==> src/logic/pipe_config.svh <==
`ifndef PIPE_CONFIG_SVH
`define PIPE_CONFIG_SVH

// machine widths, all fixed by the ISA
`define PIPE_DATA_WIDTH  16
`define PIPE_INSTR_WIDTH 16
`define PIPE_REG_COUNT   8
`define PIPE_REG_BITS    3
`define PIPE_IMM_BITS    6
`define PIPE_SHAMT_BITS  4  // slli shifts by the low bits of the immediate field

// instruction word layout
`define PIPE_OP_MSB 15
`define PIPE_OP_LSB 12
`define PIPE_RD_MSB 11
`define PIPE_RD_LSB 9
`define PIPE_RS_MSB 8
`define PIPE_RS_LSB 6
`define PIPE_RT_MSB 5
`define PIPE_RT_LSB 3

`endif

==> src/logic/isa_pkg.sv <==
`include "pipe_config.svh"

package isa_pkg;

  // opcode field of the instruction word, encodings 8 to 15 are unused
  typedef enum logic [`PIPE_OP_MSB-`PIPE_OP_LSB:0] {
    op_nop  = 4'd0,
    op_add  = 4'd1,
    op_sub  = 4'd2,
    op_and  = 4'd3,
    op_or   = 4'd4,
    op_xor  = 4'd5,
    op_addi = 4'd6,
    op_slli = 4'd7
  } opcode_e;

  // control fields produced by decode
  // an all-zero value is a nop that writes nothing
  typedef struct packed {
    opcode_e                     opcode;
    logic [`PIPE_REG_BITS-1:0]   rd;
    logic [`PIPE_REG_BITS-1:0]   rs;
    logic [`PIPE_REG_BITS-1:0]   rt;
    logic [`PIPE_DATA_WIDTH-1:0] imm;       // already extended to the datapath width
    logic                        use_imm;   // second operand comes from imm, not rt
    logic                        write_en;
  } decoded_t;

endpackage

==> src/logic/pipe_pkg.sv <==
`include "pipe_config.svh"

package pipe_pkg;

  // contents of the decode to execute register
  // flush and bubble both produce the zero value, which is a nop with write_en low
  typedef struct packed {
    isa_pkg::decoded_t dec;
  } id_ex_t;

  // contents of the execute to write-back register
  // this also drives the register file write port
  typedef struct packed {
    logic                        write_en;
    logic [`PIPE_REG_BITS-1:0]   dst;
    logic [`PIPE_DATA_WIDTH-1:0] data;
  } ex_wb_t;

endpackage

==> src/logic/decode_stage.sv <==
`timescale 1ns/1ps
`include "pipe_config.svh"

module decode_stage (
  input  logic [`PIPE_INSTR_WIDTH-1:0] instr,
  input  logic                         instr_valid,
  output pipe_pkg::id_ex_t             decoded
);

  logic [`PIPE_OP_MSB-`PIPE_OP_LSB:0] op_field;
  logic [`PIPE_IMM_BITS-1:0]          imm_field;
  isa_pkg::opcode_e                   opcode;
  isa_pkg::decoded_t                  dec;

  assign op_field  = instr[`PIPE_OP_MSB:`PIPE_OP_LSB];
  assign imm_field = instr[`PIPE_IMM_BITS-1:0];

  always_comb begin
    case (op_field)
      isa_pkg::op_add, isa_pkg::op_sub, isa_pkg::op_and, isa_pkg::op_or,
      isa_pkg::op_xor, isa_pkg::op_addi, isa_pkg::op_slli: begin
        opcode = isa_pkg::opcode_e'(op_field);
      end
      default: begin
        opcode = isa_pkg::op_nop;  // unused encodings behave as nop
      end
    endcase
  end

  always_comb begin
    dec = '0;
    if (instr_valid && opcode != isa_pkg::op_nop) begin
      dec.opcode   = opcode;
      dec.rd       = instr[`PIPE_RD_MSB:`PIPE_RD_LSB];
      dec.rs       = instr[`PIPE_RS_MSB:`PIPE_RS_LSB];
      // r0 is hardwired, so a write to it is simply dropped here
      dec.write_en = (instr[`PIPE_RD_MSB:`PIPE_RD_LSB] != '0);
      case (opcode)
        isa_pkg::op_addi: begin
          dec.imm     = {{(`PIPE_DATA_WIDTH-`PIPE_IMM_BITS){imm_field[`PIPE_IMM_BITS-1]}},
                         imm_field};
          dec.use_imm = 1'b1;
        end
        isa_pkg::op_slli: begin
          dec.imm     = {{(`PIPE_DATA_WIDTH-`PIPE_SHAMT_BITS){1'b0}},
                         imm_field[`PIPE_SHAMT_BITS-1:0]};
          dec.use_imm = 1'b1;
        end
        default: begin
          dec.rt = instr[`PIPE_RT_MSB:`PIPE_RT_LSB];  // only register forms read rt
        end
      endcase
    end
  end

  assign decoded.dec = dec;

endmodule

==> src/logic/id_ex_register.sv <==
`timescale 1ns/1ps

module id_ex_register (
  input  logic             clk,
  input  logic             reset,
  input  logic             hold,
  input  logic             flush,
  input  logic             bubble,
  input  pipe_pkg::id_ex_t d,
  output pipe_pkg::id_ex_t q
);

  pipe_pkg::id_ex_t contents;
  logic             bubble_latch;

  always_ff @(posedge clk) begin
    if (reset) begin
      contents     <= '0;
      bubble_latch <= 1'b0;
    end else begin
      bubble_latch <= bubble;  // sampled every edge, independent of hold
      if (flush) begin
        contents <= '0;
      end else if (!hold) begin
        contents <= d;
      end
    end
  end

  // a latched bubble hides the contents for one cycle without losing them,
  // so a held instruction comes back once the bubble drops
  assign q = bubble_latch ? '0 : contents;

endmodule

==> src/logic/register_file.sv <==
`timescale 1ns/1ps
`include "pipe_config.svh"

module register_file (
  input  logic                        clk,
  input  logic                        reset,
  input  logic [`PIPE_REG_BITS-1:0]   rs_addr,
  input  logic [`PIPE_REG_BITS-1:0]   rt_addr,
  output logic [`PIPE_DATA_WIDTH-1:0] rs_data,
  output logic [`PIPE_DATA_WIDTH-1:0] rt_data,
  input  pipe_pkg::ex_wb_t            wb
);

  logic [`PIPE_DATA_WIDTH-1:0] regs [`PIPE_REG_COUNT];

  // the write landing at the next edge is visible to the same-cycle read
  function automatic logic [`PIPE_DATA_WIDTH-1:0] read_port(
    input logic [`PIPE_REG_BITS-1:0] addr
  );
    logic [`PIPE_DATA_WIDTH-1:0] value;
    if (addr == '0) begin
      value = '0;
    end else if (wb.write_en && wb.dst == addr) begin
      value = wb.data;
    end else begin
      value = regs[addr];
    end
    return value;
  endfunction

  always_comb begin
    rs_data = read_port(rs_addr);
    rt_data = read_port(rt_addr);
  end

  always_ff @(posedge clk) begin
    if (reset) begin
      for (int i = 0; i < `PIPE_REG_COUNT; i++) begin
        regs[i] <= '0;
      end
    end else if (wb.write_en && wb.dst != '0) begin
      regs[wb.dst] <= wb.data;
    end
  end

endmodule

==> src/logic/execute_stage.sv <==
`timescale 1ns/1ps
`include "pipe_config.svh"

module execute_stage (
  input  logic                        clk,
  input  logic                        reset,
  input  pipe_pkg::id_ex_t            op,
  output logic [`PIPE_REG_BITS-1:0]   rs_addr,
  output logic [`PIPE_REG_BITS-1:0]   rt_addr,
  input  logic [`PIPE_DATA_WIDTH-1:0] rs_data,
  input  logic [`PIPE_DATA_WIDTH-1:0] rt_data,
  output pipe_pkg::ex_wb_t            wb
);

  logic [`PIPE_DATA_WIDTH-1:0] operand_b;
  logic [`PIPE_DATA_WIDTH-1:0] result;

  // operands are read here, not in decode, so the write-through
  // register file covers a dependency one instruction back
  assign rs_addr = op.dec.rs;
  assign rt_addr = op.dec.rt;

  assign operand_b = op.dec.use_imm ? op.dec.imm : rt_data;

  always_comb begin
    case (op.dec.opcode)
      isa_pkg::op_add, isa_pkg::op_addi: begin
        result = rs_data + operand_b;  // carry out of the top bit is dropped
      end
      isa_pkg::op_sub: begin
        result = rs_data - operand_b;
      end
      isa_pkg::op_and: begin
        result = rs_data & operand_b;
      end
      isa_pkg::op_or: begin
        result = rs_data | operand_b;
      end
      isa_pkg::op_xor: begin
        result = rs_data ^ operand_b;
      end
      isa_pkg::op_slli: begin
        result = rs_data << operand_b[`PIPE_SHAMT_BITS-1:0];
      end
      default: begin
        result = '0;
      end
    endcase
  end

  // ex_wb loads every cycle, a masked or flushed id_ex simply gives write_en low
  always_ff @(posedge clk) begin
    if (reset) begin
      wb <= '0;
    end else begin
      wb.write_en <= op.dec.write_en;
      wb.dst      <= op.dec.rd;
      wb.data     <= result;
    end
  end

endmodule

==> src/logic/pipe_top.sv <==
`timescale 1ns/1ps
`include "pipe_config.svh"

module pipe_top (
  input  logic                         clk,
  input  logic                         reset,
  input  logic [`PIPE_INSTR_WIDTH-1:0] instr,
  input  logic                         instr_valid,
  input  logic                         hold,
  input  logic                         flush,
  input  logic                         bubble,
  output logic                         wb_en,
  output logic [`PIPE_REG_BITS-1:0]    wb_reg,
  output logic [`PIPE_DATA_WIDTH-1:0]  wb_data
);

  pipe_pkg::id_ex_t            decoded;
  pipe_pkg::id_ex_t            id_ex_q;
  pipe_pkg::ex_wb_t            wb;
  logic [`PIPE_REG_BITS-1:0]   rs_addr;
  logic [`PIPE_REG_BITS-1:0]   rt_addr;
  logic [`PIPE_DATA_WIDTH-1:0] rs_data;
  logic [`PIPE_DATA_WIDTH-1:0] rt_data;

  decode_stage decode_stage_inst (
    .instr       (instr),
    .instr_valid (instr_valid),
    .decoded     (decoded)
  );

  id_ex_register id_ex_register_inst (
    .clk    (clk),
    .reset  (reset),
    .hold   (hold),
    .flush  (flush),
    .bubble (bubble),
    .d      (decoded),
    .q      (id_ex_q)
  );

  execute_stage execute_stage_inst (
    .clk     (clk),
    .reset   (reset),
    .op      (id_ex_q),
    .rs_addr (rs_addr),
    .rt_addr (rt_addr),
    .rs_data (rs_data),
    .rt_data (rt_data),
    .wb      (wb)
  );

  register_file register_file_inst (
    .clk     (clk),
    .reset   (reset),
    .rs_addr (rs_addr),
    .rt_addr (rt_addr),
    .rs_data (rs_data),
    .rt_data (rt_data),
    .wb      (wb)
  );

  // the write-back register is the observable result of the slice
  assign wb_en   = wb.write_en;
  assign wb_reg  = wb.dst;
  assign wb_data = wb.data;

endmodule

==> config.mk <==
export PLATFORM = sky130hd
export DESIGN_NAME = pipe_top
export DESIGN_NICKNAME = d
export VERILOG_FILES = /design/src/logic/isa_pkg.sv /design/src/logic/pipe_pkg.sv /design/src/logic/decode_stage.sv /design/src/logic/id_ex_register.sv /design/src/logic/register_file.sv /design/src/logic/execute_stage.sv /design/src/logic/pipe_top.sv
export VERILOG_INCLUDE_DIRS = /design/src /design/src/logic
export SDC_FILE = /design/constraint.sdc
export NUM_CORES = 1
export LEC_CHECK = 0
export BUFFER_PORTS_ARGS = -buffer_cell sky130_fd_sc_hd__buf_4
export CAP_MARGIN = 5
export CELL_PAD_IN_SITES_DETAIL_PLACEMENT = 0
export CELL_PAD_IN_SITES_GLOBAL_PLACEMENT = 2
export CORE_ASPECT_RATIO = 0.6
export CORE_MARGIN = 3
export CORE_UTILIZATION = 35
export CTS_CLUSTER_DIAMETER = 150
export DETAILED_ROUTE_END_ITERATION = 10
export PLACE_DENSITY = 0.67
export SYNTH_ARGS = -nofsm -noshare
export SYNTH_HDL_FRONTEND = slang
export SYNTH_SLANG_ARGS = --single-unit
==> constraint.sdc <==
create_clock -name clk -period 5.7 [get_ports clk]
set_input_delay 0.855 -clock clk [delete_from_list [all_inputs] [get_ports clk]]
set_output_delay 0.855 -clock clk [all_outputs]
set_load 0.02 [all_outputs]
==> results of run 1 <==
==> where the power goes <==
| part | leakage (nW) | total, W | switching (W) | internal (W) |
|---|---|---|---|---|
| Clock | 0.259 | 0.00112 | 0.000520 | 0.000599 |
| Sequential | 1.66 | 0.00138 | 0.0000237 | 0.00136 |
| Combinational | 2.75 | 0.000314 | 0.000181 | 0.000133 |
==> critical path, stage by stage (launching register included) <==
cell and delay [ps]:
dfxtp_2 590, and3b_1 210, o22ai_1 120, a211o_2 470, mux2i_1 190, o21ai_4 520, inv_2 260, a21oi_1 230
xnor2_1 90, ha_1 330, nor2b_1 130, o21ai_0 120, a21boi_0 680, o21bai_1 170, a21oi_1 340, nor4_1 90
o21ba_2 230, xnor2_1 120, a21oi_1 190, o211ai_1 100
==> cells by family after synthesis <==
| group | count (synthesis) | share of synthesized area [%] |
|---|---|---|
| simple gates | 362 | 17.70 |
| compound gates | 257 | 16.25 |
| flops | 169 | 41.70 |
| buf+inv | 110 | 4.618 |
| mux | 96 | 11.97 |
| fa+ha+maj | 48 | 5.448 |
| xor+xnor | 29 | 2.275 |
| other cells | 1 | 0.03360 |
==> worst paths after layout <==
kind	startpoint	to	slack [ps]	depth (start not counted)
max	id_ex_register_inst.contents[19]	execute_stage_inst.wb[14]	380	19
min	id_ex_register_inst.contents[0]	execute_stage_inst.wb[19]	460	1
max reg2reg	id_ex_register_inst.contents[19]	execute_stage_inst.wb[14]	380	19
min reg2reg	id_ex_register_inst.contents[0]	execute_stage_inst.wb[19]	460	1
==> per-layer routing <==
metal | GRT usage (%) | wire, µm | vias up
li1 | - | - | 4055
met1 | 38.45 | 21220 | 4311
met2 | 31.04 | 15070 | 309
met3 | 4.993 | 2931 | 24
met4 | 4.544 | 413 | 0
met5 | 0 | 0 | -
==> cells in the mapped netlist, types with 15 or more instances <==
cell	instances	area (µm²)
or2_0	15	93.84
a22o_1	20	175.2
ha_1	47	588.1
nor2_1	87	326.6
clkbuf_1	38	142.6
a22oi_1	16	120.1
mux2i_1	51	510.5
o21ai_0	47	235.2
edfxtp_1	127	3814
dfxtp_1	42	840.8
nand2_1	55	206.5
inv_1	36	135.1
a21oi_1	52	260.3
xnor2_1	25	219.0
and2_1	121	757.0
a221oi_1	20	175.2
mux4_2	28	630.6
==> area by class of cell <==
cell class              count  area share (%)
clock inverters            12          0.8063
well taps                 408           4.061
multi-input cells         807           48.33
clock buffers              20           3.474
inverters                  45           1.384
flip-flops and latches    169           37.07
repair buffers             80           4.878
==> per-stage QoR <==
stage,worst slack [ps],util (%),instances,cell area (µm²)
3_5_place_dp,500.8,39.25,1509,12030
2_1_floorplan,1526,-,1086,11210
5_1_grt,77.65,41.00,1541,12570
4_1_cts,479.2,41.00,1541,12570
3_3_place_gp,583.9,39.25,1509,12030
6_report,382.8,41.00,1541,12570
==> results by group, run 1 <==
Status
  • Outcome: completed

Critical path
  • CP Capture Type: register
  • Critical Path RT: 6020 ps
  • CP Launch Type: register
  • Worst setup path class: register to register
  • CP Max Fanout: 16
  • Data arrival time of the worst path: 5630 ps

Logic synthesis
  • Synth Cell Area: 11,160 µm²
  • Post-synthesis instance total: between 1,000 and 1,500
  • Synth unique cells: just over 80
  • Asr flop ratio synth: 0%
  • Yosys reg bits: between 150 and 200
  • Sequential element share of the synthesized area: 41.70%
  • Post-Syn Area per Cell: 10.41 µm²
  • Top_reg_cell synth: edfxtp_1
  • EDFF count, synth: around 130
  • YS warnings: 0

Power and ir drop
  • Maximum vdd drop: 0.1977 mV
  • Power Total: 0.002813 W
  • PwrDens: around 220 nW/µm²
  • Leak: 4.667 nW

Clocking
  • TritonCTS clock tree: built
  • Clock Pin Slew Worst Setup and Hold Paths: 70 ps
  • CTS Hold Bufs: 0
  • H-tree Lvls: 4
  • Resize count post-CTS: 0
  • Worst skew pair latency: 440 ps
  • Root buffer cell: clkbuf_16
  • Sink Count: 169
  • Deepest clock path buffer count: 2
  • Post-CTS setup buffers: 0
  • Num CTS Buffers: 17

Placement
  • Dpl hpwl: 29,710 µm
  • Gp weighted congestion: 0.8522
  • Port-buffer cells: a little over 40

Global route
  • Initial antenna violation count: 1
  • Global-route wire length before repair: slightly below 60,000 µm
  • Vias in the first global route: 8,326
  • GRT overflow: 0
  • Largest net degree at the start of global routing: 32
  • GRT Total Usage: between 20% and 30%

Floorplan
  • Starting Density: 36.41%
  • Area of the core: 30,650 µm²
  • Die width: between 200 and 250 µm
  • Die Y: 144.3 µm
  • Die outline area: 34,140 µm²
  • Cell Rows: 49
  • # IOs: 42

Timing
  • Max-slew headroom: 26.58%
  • Fmax achieved: 0.1881 GHz
  • Final Hold Fails: 0
  • Worst-Margin Slew: 1097 ps
  • Unrepaired setup endpoints after global routing: false
  • Final hold slack: 461.2 ps
  • Clock skew: 7.297 ps
  • Setup Viol. Count Final: 0
  • Final period util: between 90 and 100%
  • Final Critical Period: 5317 ps
  • Slew Limit Fails: 0
  • Setup TNS: 0 ps

Cells and area
  • Multi-input logic area: 6075 µm²
  • Layout cells sized above 1: 17.21%
  • Antenna Cells: 0
  • Sequential Area: 4659 µm²
  • Commonest non-fill, non-tap cells in the layout: 127 x edfxtp_1, 121 x and2_1, 86 x nor2_1
  • Max reg flops: approximately 130
  • Synth-to-Final Area Change: 12.61%
  • Leading cell type in the layout, fill and taps excluded: edfxtp_1
  • Final net count: 1,190
  • # fillers: 3,019

Drt
  • DRC Markers: 0
  • Vias/cell: 5.645
  • Vias after detailed routing: 8,699
  • DRT iter0 DRCs: slightly above 1,000
  • Detailed Routing Iterations Pass 1: 6
  • Routed WL: 39,640 µm
  • Wire per inst: 25.72 µm
  • Final antenna-violating net count: 0

Hold path
  • Hold crit path type: register to register

Run
  • Maxcap violations: 0
Power figures use the tool's default switching activity.
==> run 2, diff against run 1 <==
Settings changed: ABC_CLOCK_PERIOD_IN_PS set to 5700, PLACE_DENSITY 0.67 to not set, PLACE_DENSITY_LB_ADDON set to 0.1.
==> run 2 against run 1 <==
  * Highest routed layer unchanged
  * Final cell count rose by 0.13%
  * Clock skew rose by 2.3 ps
  * Critical path type unchanged
  * Sequential cell count did not move
  * First-iteration DRC count fell by 17%
  * Sequential power barely moved
  * Count of clock-buffer cells in the layout rose by 3
==> results by group, run 2 (synthesis results as in run 1) <==
Status
  • Outcome: completed (unchanged)

Power and ir drop
  • Comb power frac: 11.0% (was 11.2%)
  • PwrDens: 227.9 nW/µm² (was 223.8 nW/µm²)
  • Sw frac: 25.19% (was 25.75%)
  • Maximum vdd drop: 0.2097 mV (was 0.1977 mV)
  • Power Total: 0.002873 W (was 0.002813 W)
  • Cell-internal power: 0.002150 W (was 0.002089 W)
  • Leak: 4.712 nW (was 4.667 nW)
  • Sw power: 0.0007240 W (was 0.0007244 W)
  • Clock share of power: 40.9% (was 39.8%)
  • Flop pwr share: 48.1% (was 49.0%)

Critical path
  • Critical Path RT: 5990 ps (was 6020 ps)
  • CP Capture Type: register (unchanged)
  • Top delay family on crit path: compound AO/OA/AOI/OAI gates (unchanged)
  • Worst setup path class: register to register (unchanged)
  • R2r startpoint: id_ex_register_inst.contents[18] (was id_ex_register_inst.contents[19])
  • Crit-path slowest cell: dfxtp_2 (was a21boi_0)
  • Crit path cell chain: buf_4, mux4_2, a221oi_1, nor2_1, nor4_4, nand2b_1, nand2_1, xnor2_1, ha_1, a21o_1, a21oi_1, o21ai_0, a22o_1, nor4_1, o31ai_1, xnor2_1, xnor2_1, o21ai_1 (was and3b_1, o22ai_1, a211o_2, mux2i_1, o21ai_4, inv_2, a21oi_1, xnor2_1, ha_1, nor2b_1, o21ai_0, a21boi_0, o21bai_1, a21oi_1, nor4_1, o21ba_2, xnor2_1, a21oi_1, o211ai_1)
  • CP Max Fanout: 19 (was 16)
  • CP Depth: 18 (was 19)
  • Crit path buf inv count: 1 (unchanged)
  • Critical path origin: id_ex_register_inst.contents[18] (was id_ex_register_inst.contents[19])
  • Crit path capture: execute_stage_inst.wb[15] (was execute_stage_inst.wb[14])
  • CP Launch Type: register (unchanged)
  • Reg2reg path depth: 18 (was 19)
  • R2R Setup Slk: 620 ps (was 380 ps)
  • Data arrival time of the worst path: 5370 ps (was 5630 ps)
  • Most frequent CP cell: xnor2_1 (was a21oi_1)
  • Worst R2R End: execute_stage_inst.wb[15] (was execute_stage_inst.wb[14])
  • Crit path largest cell delay: 660 ps (was 680 ps)

Cells and area
  • Max reg flops: 127 (unchanged)
  • Antenna Cells: 0 (unchanged)
  • Commonest non-fill, non-tap cells in the layout: 127 x edfxtp_1, 121 x and2_1, 86 x nor2_1 (unchanged)
  • Leading cell type in the layout, fill and taps excluded: edfxtp_1 (unchanged)
  • Final core utilization: 41.14% (was 41.00%)
  • Synth-to-Final Area Change: 12.98% (was 12.61%)
  • Final net count: 1,192 (was 1,190)
  • Layout cells sized above 1: 17.97% (was 17.21%)

Clocking
  • Clock Pin Slew Worst Setup and Hold Paths: 70 ps (about the same)
  • Sink Count: 169 (unchanged)
  • H-tree Lvls: 4 (unchanged)
  • Resize count post-CTS: 0 (unchanged)
  • Root buffer cell: clkbuf_16 (unchanged)
  • Post-CTS setup buffers: 0 (unchanged)
  • TritonCTS clock tree: built (unchanged)
  • Worst skew pair latency: 440 ps (about the same)
  • Deepest clock path buffer count: 2 (unchanged)
  • CTS Hold Bufs: 0 (unchanged)
  • Num CTS Buffers: 17 (unchanged)

Timing
  • Final Critical Period: 5083 ps (was 5317 ps)
  • Setup Viol. Count Final: 0 (unchanged)
  • Slew Limit Fails: 0 (unchanged)
  • Max-slew headroom: 24.78% (was 26.58%)
  • Clock skew: 9.589 ps (was 7.297 ps)
  • Final Hold Fails: 0 (unchanged)
  • Fmax achieved: 0.1967 GHz (was 0.1881 GHz)
  • Final period util: 89.17% (was 93.28%)
  • Setup TNS: 0 ps (unchanged)
  • Final hold slack: 458.6 ps (was 461.2 ps)
  • Unrepaired setup endpoints after global routing: false (unchanged)
  • Worst-Margin Slew: 1124 ps (was 1097 ps)

Hold path
  • Hold Crit Start: id_ex_register_inst.contents[0] (unchanged)
  • Hold crit path type: register to register (unchanged)

Drt
  • Detailed Routing Iterations Pass 1: 5 (was 6)
  • Routed WL: 39,370 µm (was 39,640 µm)
  • Vias/cell: 5.644 (was 5.645)
  • Wire per inst: 25.51 µm (was 25.72 µm)
  • DRT iter0 DRCs: 847 (was 1,025)
  • Final antenna-violating net count: 0 (unchanged)
  • DRC Markers: 0 (unchanged)
  • Vias after detailed routing: 8,709 (was 8,699)

Placement
  • Dpl hpwl: 29,960 µm (was 29,710 µm)
  • Gp weighted congestion: 0.9326 (was 0.8522)
  • Port-buffer cells: 41 (unchanged)

Floorplan
  • Area of the core: 30,650 µm² (unchanged)
  • Die width: 236.5 µm (unchanged)
  • Cell Rows: 49 (unchanged)
  • # IOs: 42 (unchanged)
  • Starting Density: 36.41% (unchanged)
  • Die outline area: 34,140 µm² (unchanged)
  • Die Y: 144.3 µm (unchanged)

Run
  • Maxcap violations: 0 (unchanged)

Global route
  • Largest net degree at the start of global routing: 36 (was 32)
  • Vias in the first global route: 8,480 (was 8,326)
  • GRT Total Usage: 23.45% (was 23.53%)
  • GRT overflow: 0 (unchanged)
  • Initial antenna violation count: 0 (was 1)
  • Global-route wire length before repair: 58,550 µm (was 58,350 µm)
==> run 2: changes by cell type in the layout (fill, tap and decap cells not counted), moves of 2 or more <==
cell	before	now
buf_4	79	82
clkbuf_1	3	0
clkbuf_2	0	3
clkbuf_8	0	2
clkinv_1	4	0
clkinv_2	1	3
clkinv_4	4	2
inv_4	0	2
==> run 2: how the worst min path moves through the flow <==
stage                                       endpoint  slack, ps  cells after the start
global placement           execute_stage_inst.wb[17]        450                      1
floorplan                  execute_stage_inst.wb[19]        430                      1
CTS                        execute_stage_inst.wb[19]        470                      1
detailed placement         execute_stage_inst.wb[17]        450                      1
global route        id_ex_register_inst.contents[25]        480                      1
finish                     execute_stage_inst.wb[19]        460                      1
==> run 2: cell type report <==
class | instances | area (µm²)
clock buffers | 23 | 493.0
clock inverters | 9 | 83.83
fillers | 3032 | 18040
inverters | 45 | 173.9
multi-input cells | 807 | 6075
flip-flops and latches | 169 | 4659
well taps | 408 | 510.5
repair buffers | 82 | 615.6
==> run 2: through the flow <==
stage / cell area (µm²) / std cells / setup slack, ps
floorplan: 11210 / 1086 / 1526
global placement: 12030 / 1511 / 658.1
detailed placement: 12030 / 1511 / 665.8
CTS: 12610 / 1543 / 619.8
global route: 12610 / 1543 / 134.3
finish: 12610 / 1543 / 617.2
==> run 2: power by group through the flow <==
stage	sequential (W)	combinational (W)	clock (W)
5_1_grt	0.00139	0.000348	0.00125
3_3_place_gp	0.00141	0.000316	0
2_1_floorplan	0.00139	0.000228	0
6_report	0.00138	0.000316	0.00118
3_5_place_dp	0.00141	0.000313	0
4_1_cts	0.00138	0.000315	0.00119
==> run 2: per-layer routing <==
layer | up-vias | GRT usage [%] | routed length, µm
li1 | 4053 | - | -
met1 | 4323 | 37.84 | 21150
met2 | 298 | 30.89 | 14830
met3 | 35 | 5.317 | 2895
met4 | 0 | 5.275 | 485
met5 | - | 0 | 0
==> run 3, diff against run 2 <==
Settings changed: CORE_UTILIZATION 35 to 42.
==> run 3 against run 2 <==
  * Final area down 0.57%
  * Sequential cell count unchanged
  * Clock skew up 0.53 ps
  * Largest power group unchanged
==> results by group, run 3 (synthesis results as in run 1) <==
Status
  • Outcome: completed (unchanged)

Clocking
  • Resize count post-CTS: 0 (unchanged)
  • Num CTS Buffers: 17 (unchanged)
  • Worst skew pair latency: 450 ps (was 440 ps)
  • TritonCTS clock tree: built (unchanged)
  • Deepest clock path buffer count: 2 (unchanged)
  • Root buffer cell: clkbuf_16 (unchanged)
  • CTS Hold Bufs: 0 (unchanged)
  • Sink Count: 169 (unchanged)
  • Clock Pin Slew Worst Setup and Hold Paths: 70 ps (about the same)
  • H-tree Lvls: 4 (unchanged)
  • Post-CTS setup buffers: 0 (unchanged)

Timing
  • Clock skew: 10.12 ps (was 9.589 ps)
  • Final WS setup: 474.0 ps (was 617.2 ps)
  • Fmax achieved: 0.1914 GHz (was 0.1967 GHz)
  • Final period util: 91.68% (was 89.17%)
  • Final Hold Fails: 0 (unchanged)
  • Setup Viol. Count Final: 0 (unchanged)
  • Worst-Margin Slew: 1128 ps (was 1124 ps)
  • Setup TNS: 0 ps (unchanged)
  • Unrepaired setup endpoints after global routing: false (unchanged)
  • Max-slew headroom: 24.51% (was 24.78%)
  • Final Critical Period: 5226 ps (was 5083 ps)
  • Slew Limit Fails: 0 (unchanged)

Critical path
  • Crit path cell chain: and3b_1, o22ai_1, a211o_2, mux2i_1, o21ai_4, inv_2, a21oi_1, xnor2_1, ha_1, nor2b_1, o21ai_0, a21boi_0, buf_4, o21bai_1, a21oi_1, nor4_1, o21ba_2, xnor2_1, a21oi_1, o211ai_1 (was buf_4, mux4_2, a221oi_1, nor2_1, nor4_4, nand2b_1, nand2_1, xnor2_1, ha_1, a21o_1, a21oi_1, o21ai_0, a22o_1, nor4_1, o31ai_1, xnor2_1, xnor2_1, o21ai_1)
  • Critical Path RT: 6020 ps (was 5990 ps)
  • Crit-path slowest cell: dfxtp_2 (unchanged)
  • CP Launch Type: register (unchanged)
  • Worst setup path class: register to register (unchanged)
  • CP Capture Type: register (unchanged)
  • Data arrival time of the worst path: 5550 ps (was 5370 ps)
  • Crit path largest cell delay: 620 ps (was 660 ps)
  • Most frequent CP cell: a21oi_1 (was xnor2_1)
  • CP Max Fanout: 16 (was 19)

Drt
  • DRT iter0 DRCs: 946 (was 847)
  • Vias/cell: 5.928 (was 5.644)
  • Wire per inst: 25.60 µm (was 25.51 µm)
  • Routed WL: 38,070 µm (was 39,370 µm)
  • DRC Markers: 0 (unchanged)
  • Final antenna-violating net count: 0 (unchanged)
  • Vias after detailed routing: 8,815 (was 8,709)
  • Detailed Routing Iterations Pass 1: 6 (was 5)

Placement
  • Dpl hpwl: 28,520 µm (was 29,960 µm)
  • Gp weighted congestion: 0.9223 (was 0.9326)
  • Post-DP Area: 11,960 µm² (was 12,030 µm²)
  • Port-buffer cells: 41 (unchanged)
  • Pre-CTS WS: 692.7 ps (was 665.8 ps)

Cells and area
  • Leading cell type in the layout, fill and taps excluded: edfxtp_1 (unchanged)
  • Final core utilization: 48.73% (was 41.14%)
  • # fillers: 2,388 (was 3,032)
  • Antenna Cells: 0 (unchanged)
  • Layout cells sized above 1: 17.89% (was 17.97%)
  • Synth-to-Final Area Change: 12.33% (was 12.98%)
  • Commonest non-fill, non-tap cells in the layout: 127 x edfxtp_1, 121 x and2_1, 87 x nor2_1 (was 127 x edfxtp_1, 121 x and2_1, 86 x nor2_1)
  • Final net count: 1,192 (unchanged)
  • Max reg flops: 127 (unchanged)
  • Design area: 12,540 µm² (was 12,610 µm²)

Run
  • Maxcap violations: 0 (unchanged)

Global route
  • Met1 usage: 44.33% (was 37.84%)
  • Initial antenna violation count: 0 (unchanged)
  • GRT overflow: 0 (unchanged)
  • GRT Total Usage: 26.91% (was 23.45%)
  • Vias in the first global route: 8,339 (was 8,480)
  • M3 GR Usage: 6.748% (was 5.317%)
  • Largest net degree at the start of global routing: 30 (was 36)
  • Gr busiest metal: met1 (unchanged)
  • Global-route wire length before repair: 56,840 µm (was 58,550 µm)
  • GR Util met2: 34.69% (was 30.89%)

Floorplan
  • Area of the core: 25,730 µm² (was 30,650 µm²)
  • Die width: 216.5 µm (was 236.5 µm)
  • # IOs: 42 (unchanged)
  • Cell Rows: 45 (was 49)
  • Starting Density: 43.38% (was 36.41%)
  • Die Y: 132.3 µm (was 144.3 µm)
  • Die outline area: 28,630 µm² (was 34,140 µm²)

Power and ir drop
  • Sw frac: 25.59% (was 25.19%)
  • Sw power: 0.0007314 W (was 0.0007240 W)
  • Maximum vdd drop: 0.2192 mV (was 0.2097 mV)
  • Cell-internal power: 0.002127 W (was 0.002150 W)
  • Leak: 4.711 nW (was 4.712 nW)
  • Comb power frac: 11.1% (was 11.0%)
  • Clock share of power: 40.6% (was 40.9%)
  • Flop pwr share: 48.3% (was 48.1%)
  • PwrDens: 228.0 nW/µm² (was 227.9 nW/µm²)

Hold path
  • Hold crit path type: register to register (unchanged)
## run 3: final timing paths
kind                               startpoint                   endpoint  slack, ps  cells past startpoint
max          id_ex_register_inst.contents[19]  execute_stage_inst.wb[14]        470                     20
min          id_ex_register_inst.contents[26]  execute_stage_inst.wb[18]        470                      1
max reg2reg  id_ex_register_inst.contents[19]  execute_stage_inst.wb[14]        470                     20
min reg2reg  id_ex_register_inst.contents[26]  execute_stage_inst.wb[18]        470                      1
## run 3: layout make-up
cell class                      instances  area [µm²]  share of cell area (%)
Multi-Input combinational cell        807        6066                   48.38
Sequential cell                       169        4659                   37.16
Timing Repair Buffer                   82       615.6                   4.910
Clock buffer                           21       503.0                   4.012
Tap cell                              352       440.4                   3.513
Inverter                               45       173.9                   1.387
Clock inverter                         11       80.08                  0.6387
## run 3: power groups by stage
| stage | sequential (W) | combinational [W] | clock (W) |
|---|---|---|---|
| 3_3_place_gp | 0.00141 | 0.000314 | 0 |
| 4_1_cts | 0.00138 | 0.000313 | 0.00118 |
| 5_1_grt | 0.00138 | 0.000345 | 0.00122 |
| 6_report | 0.00138 | 0.000318 | 0.00116 |
| 3_5_place_dp | 0.00141 | 0.000311 | 0 |
| 2_1_floorplan | 0.00139 | 0.000228 | 0 |
## run 3: stage by stage
stage               total power (W)  hold slack [ps]  cells
global route               0.002954            478.9   1487
CTS                        0.002877            469.9   1487
detailed placement         0.001718            449.9   1455
floorplan                  0.001622            430.1   1086
global placement           0.001720            449.4   1455
finish                     0.002859            469.1   1487
## run 3: critical path, delay by kind of cell (launching register included)
family                     cells  cell delay [ps]
buffers and inverters          2              450
adders and majority gates      1              290
xor gates and xnor gates       2              230
DFF                            1              620
muxes                          1              200
AOI/OAI and AO/OA             11             2680
and+or+nand+nor                3              620
## run 3: per-layer routing
metal / vias up / part of all wire [%]
li1: 4064 / -
met1: 4326 / 52
met2: 394 / 38
met3: 31 / 8.7
met4: 0 / 1.2
met5: - / 0
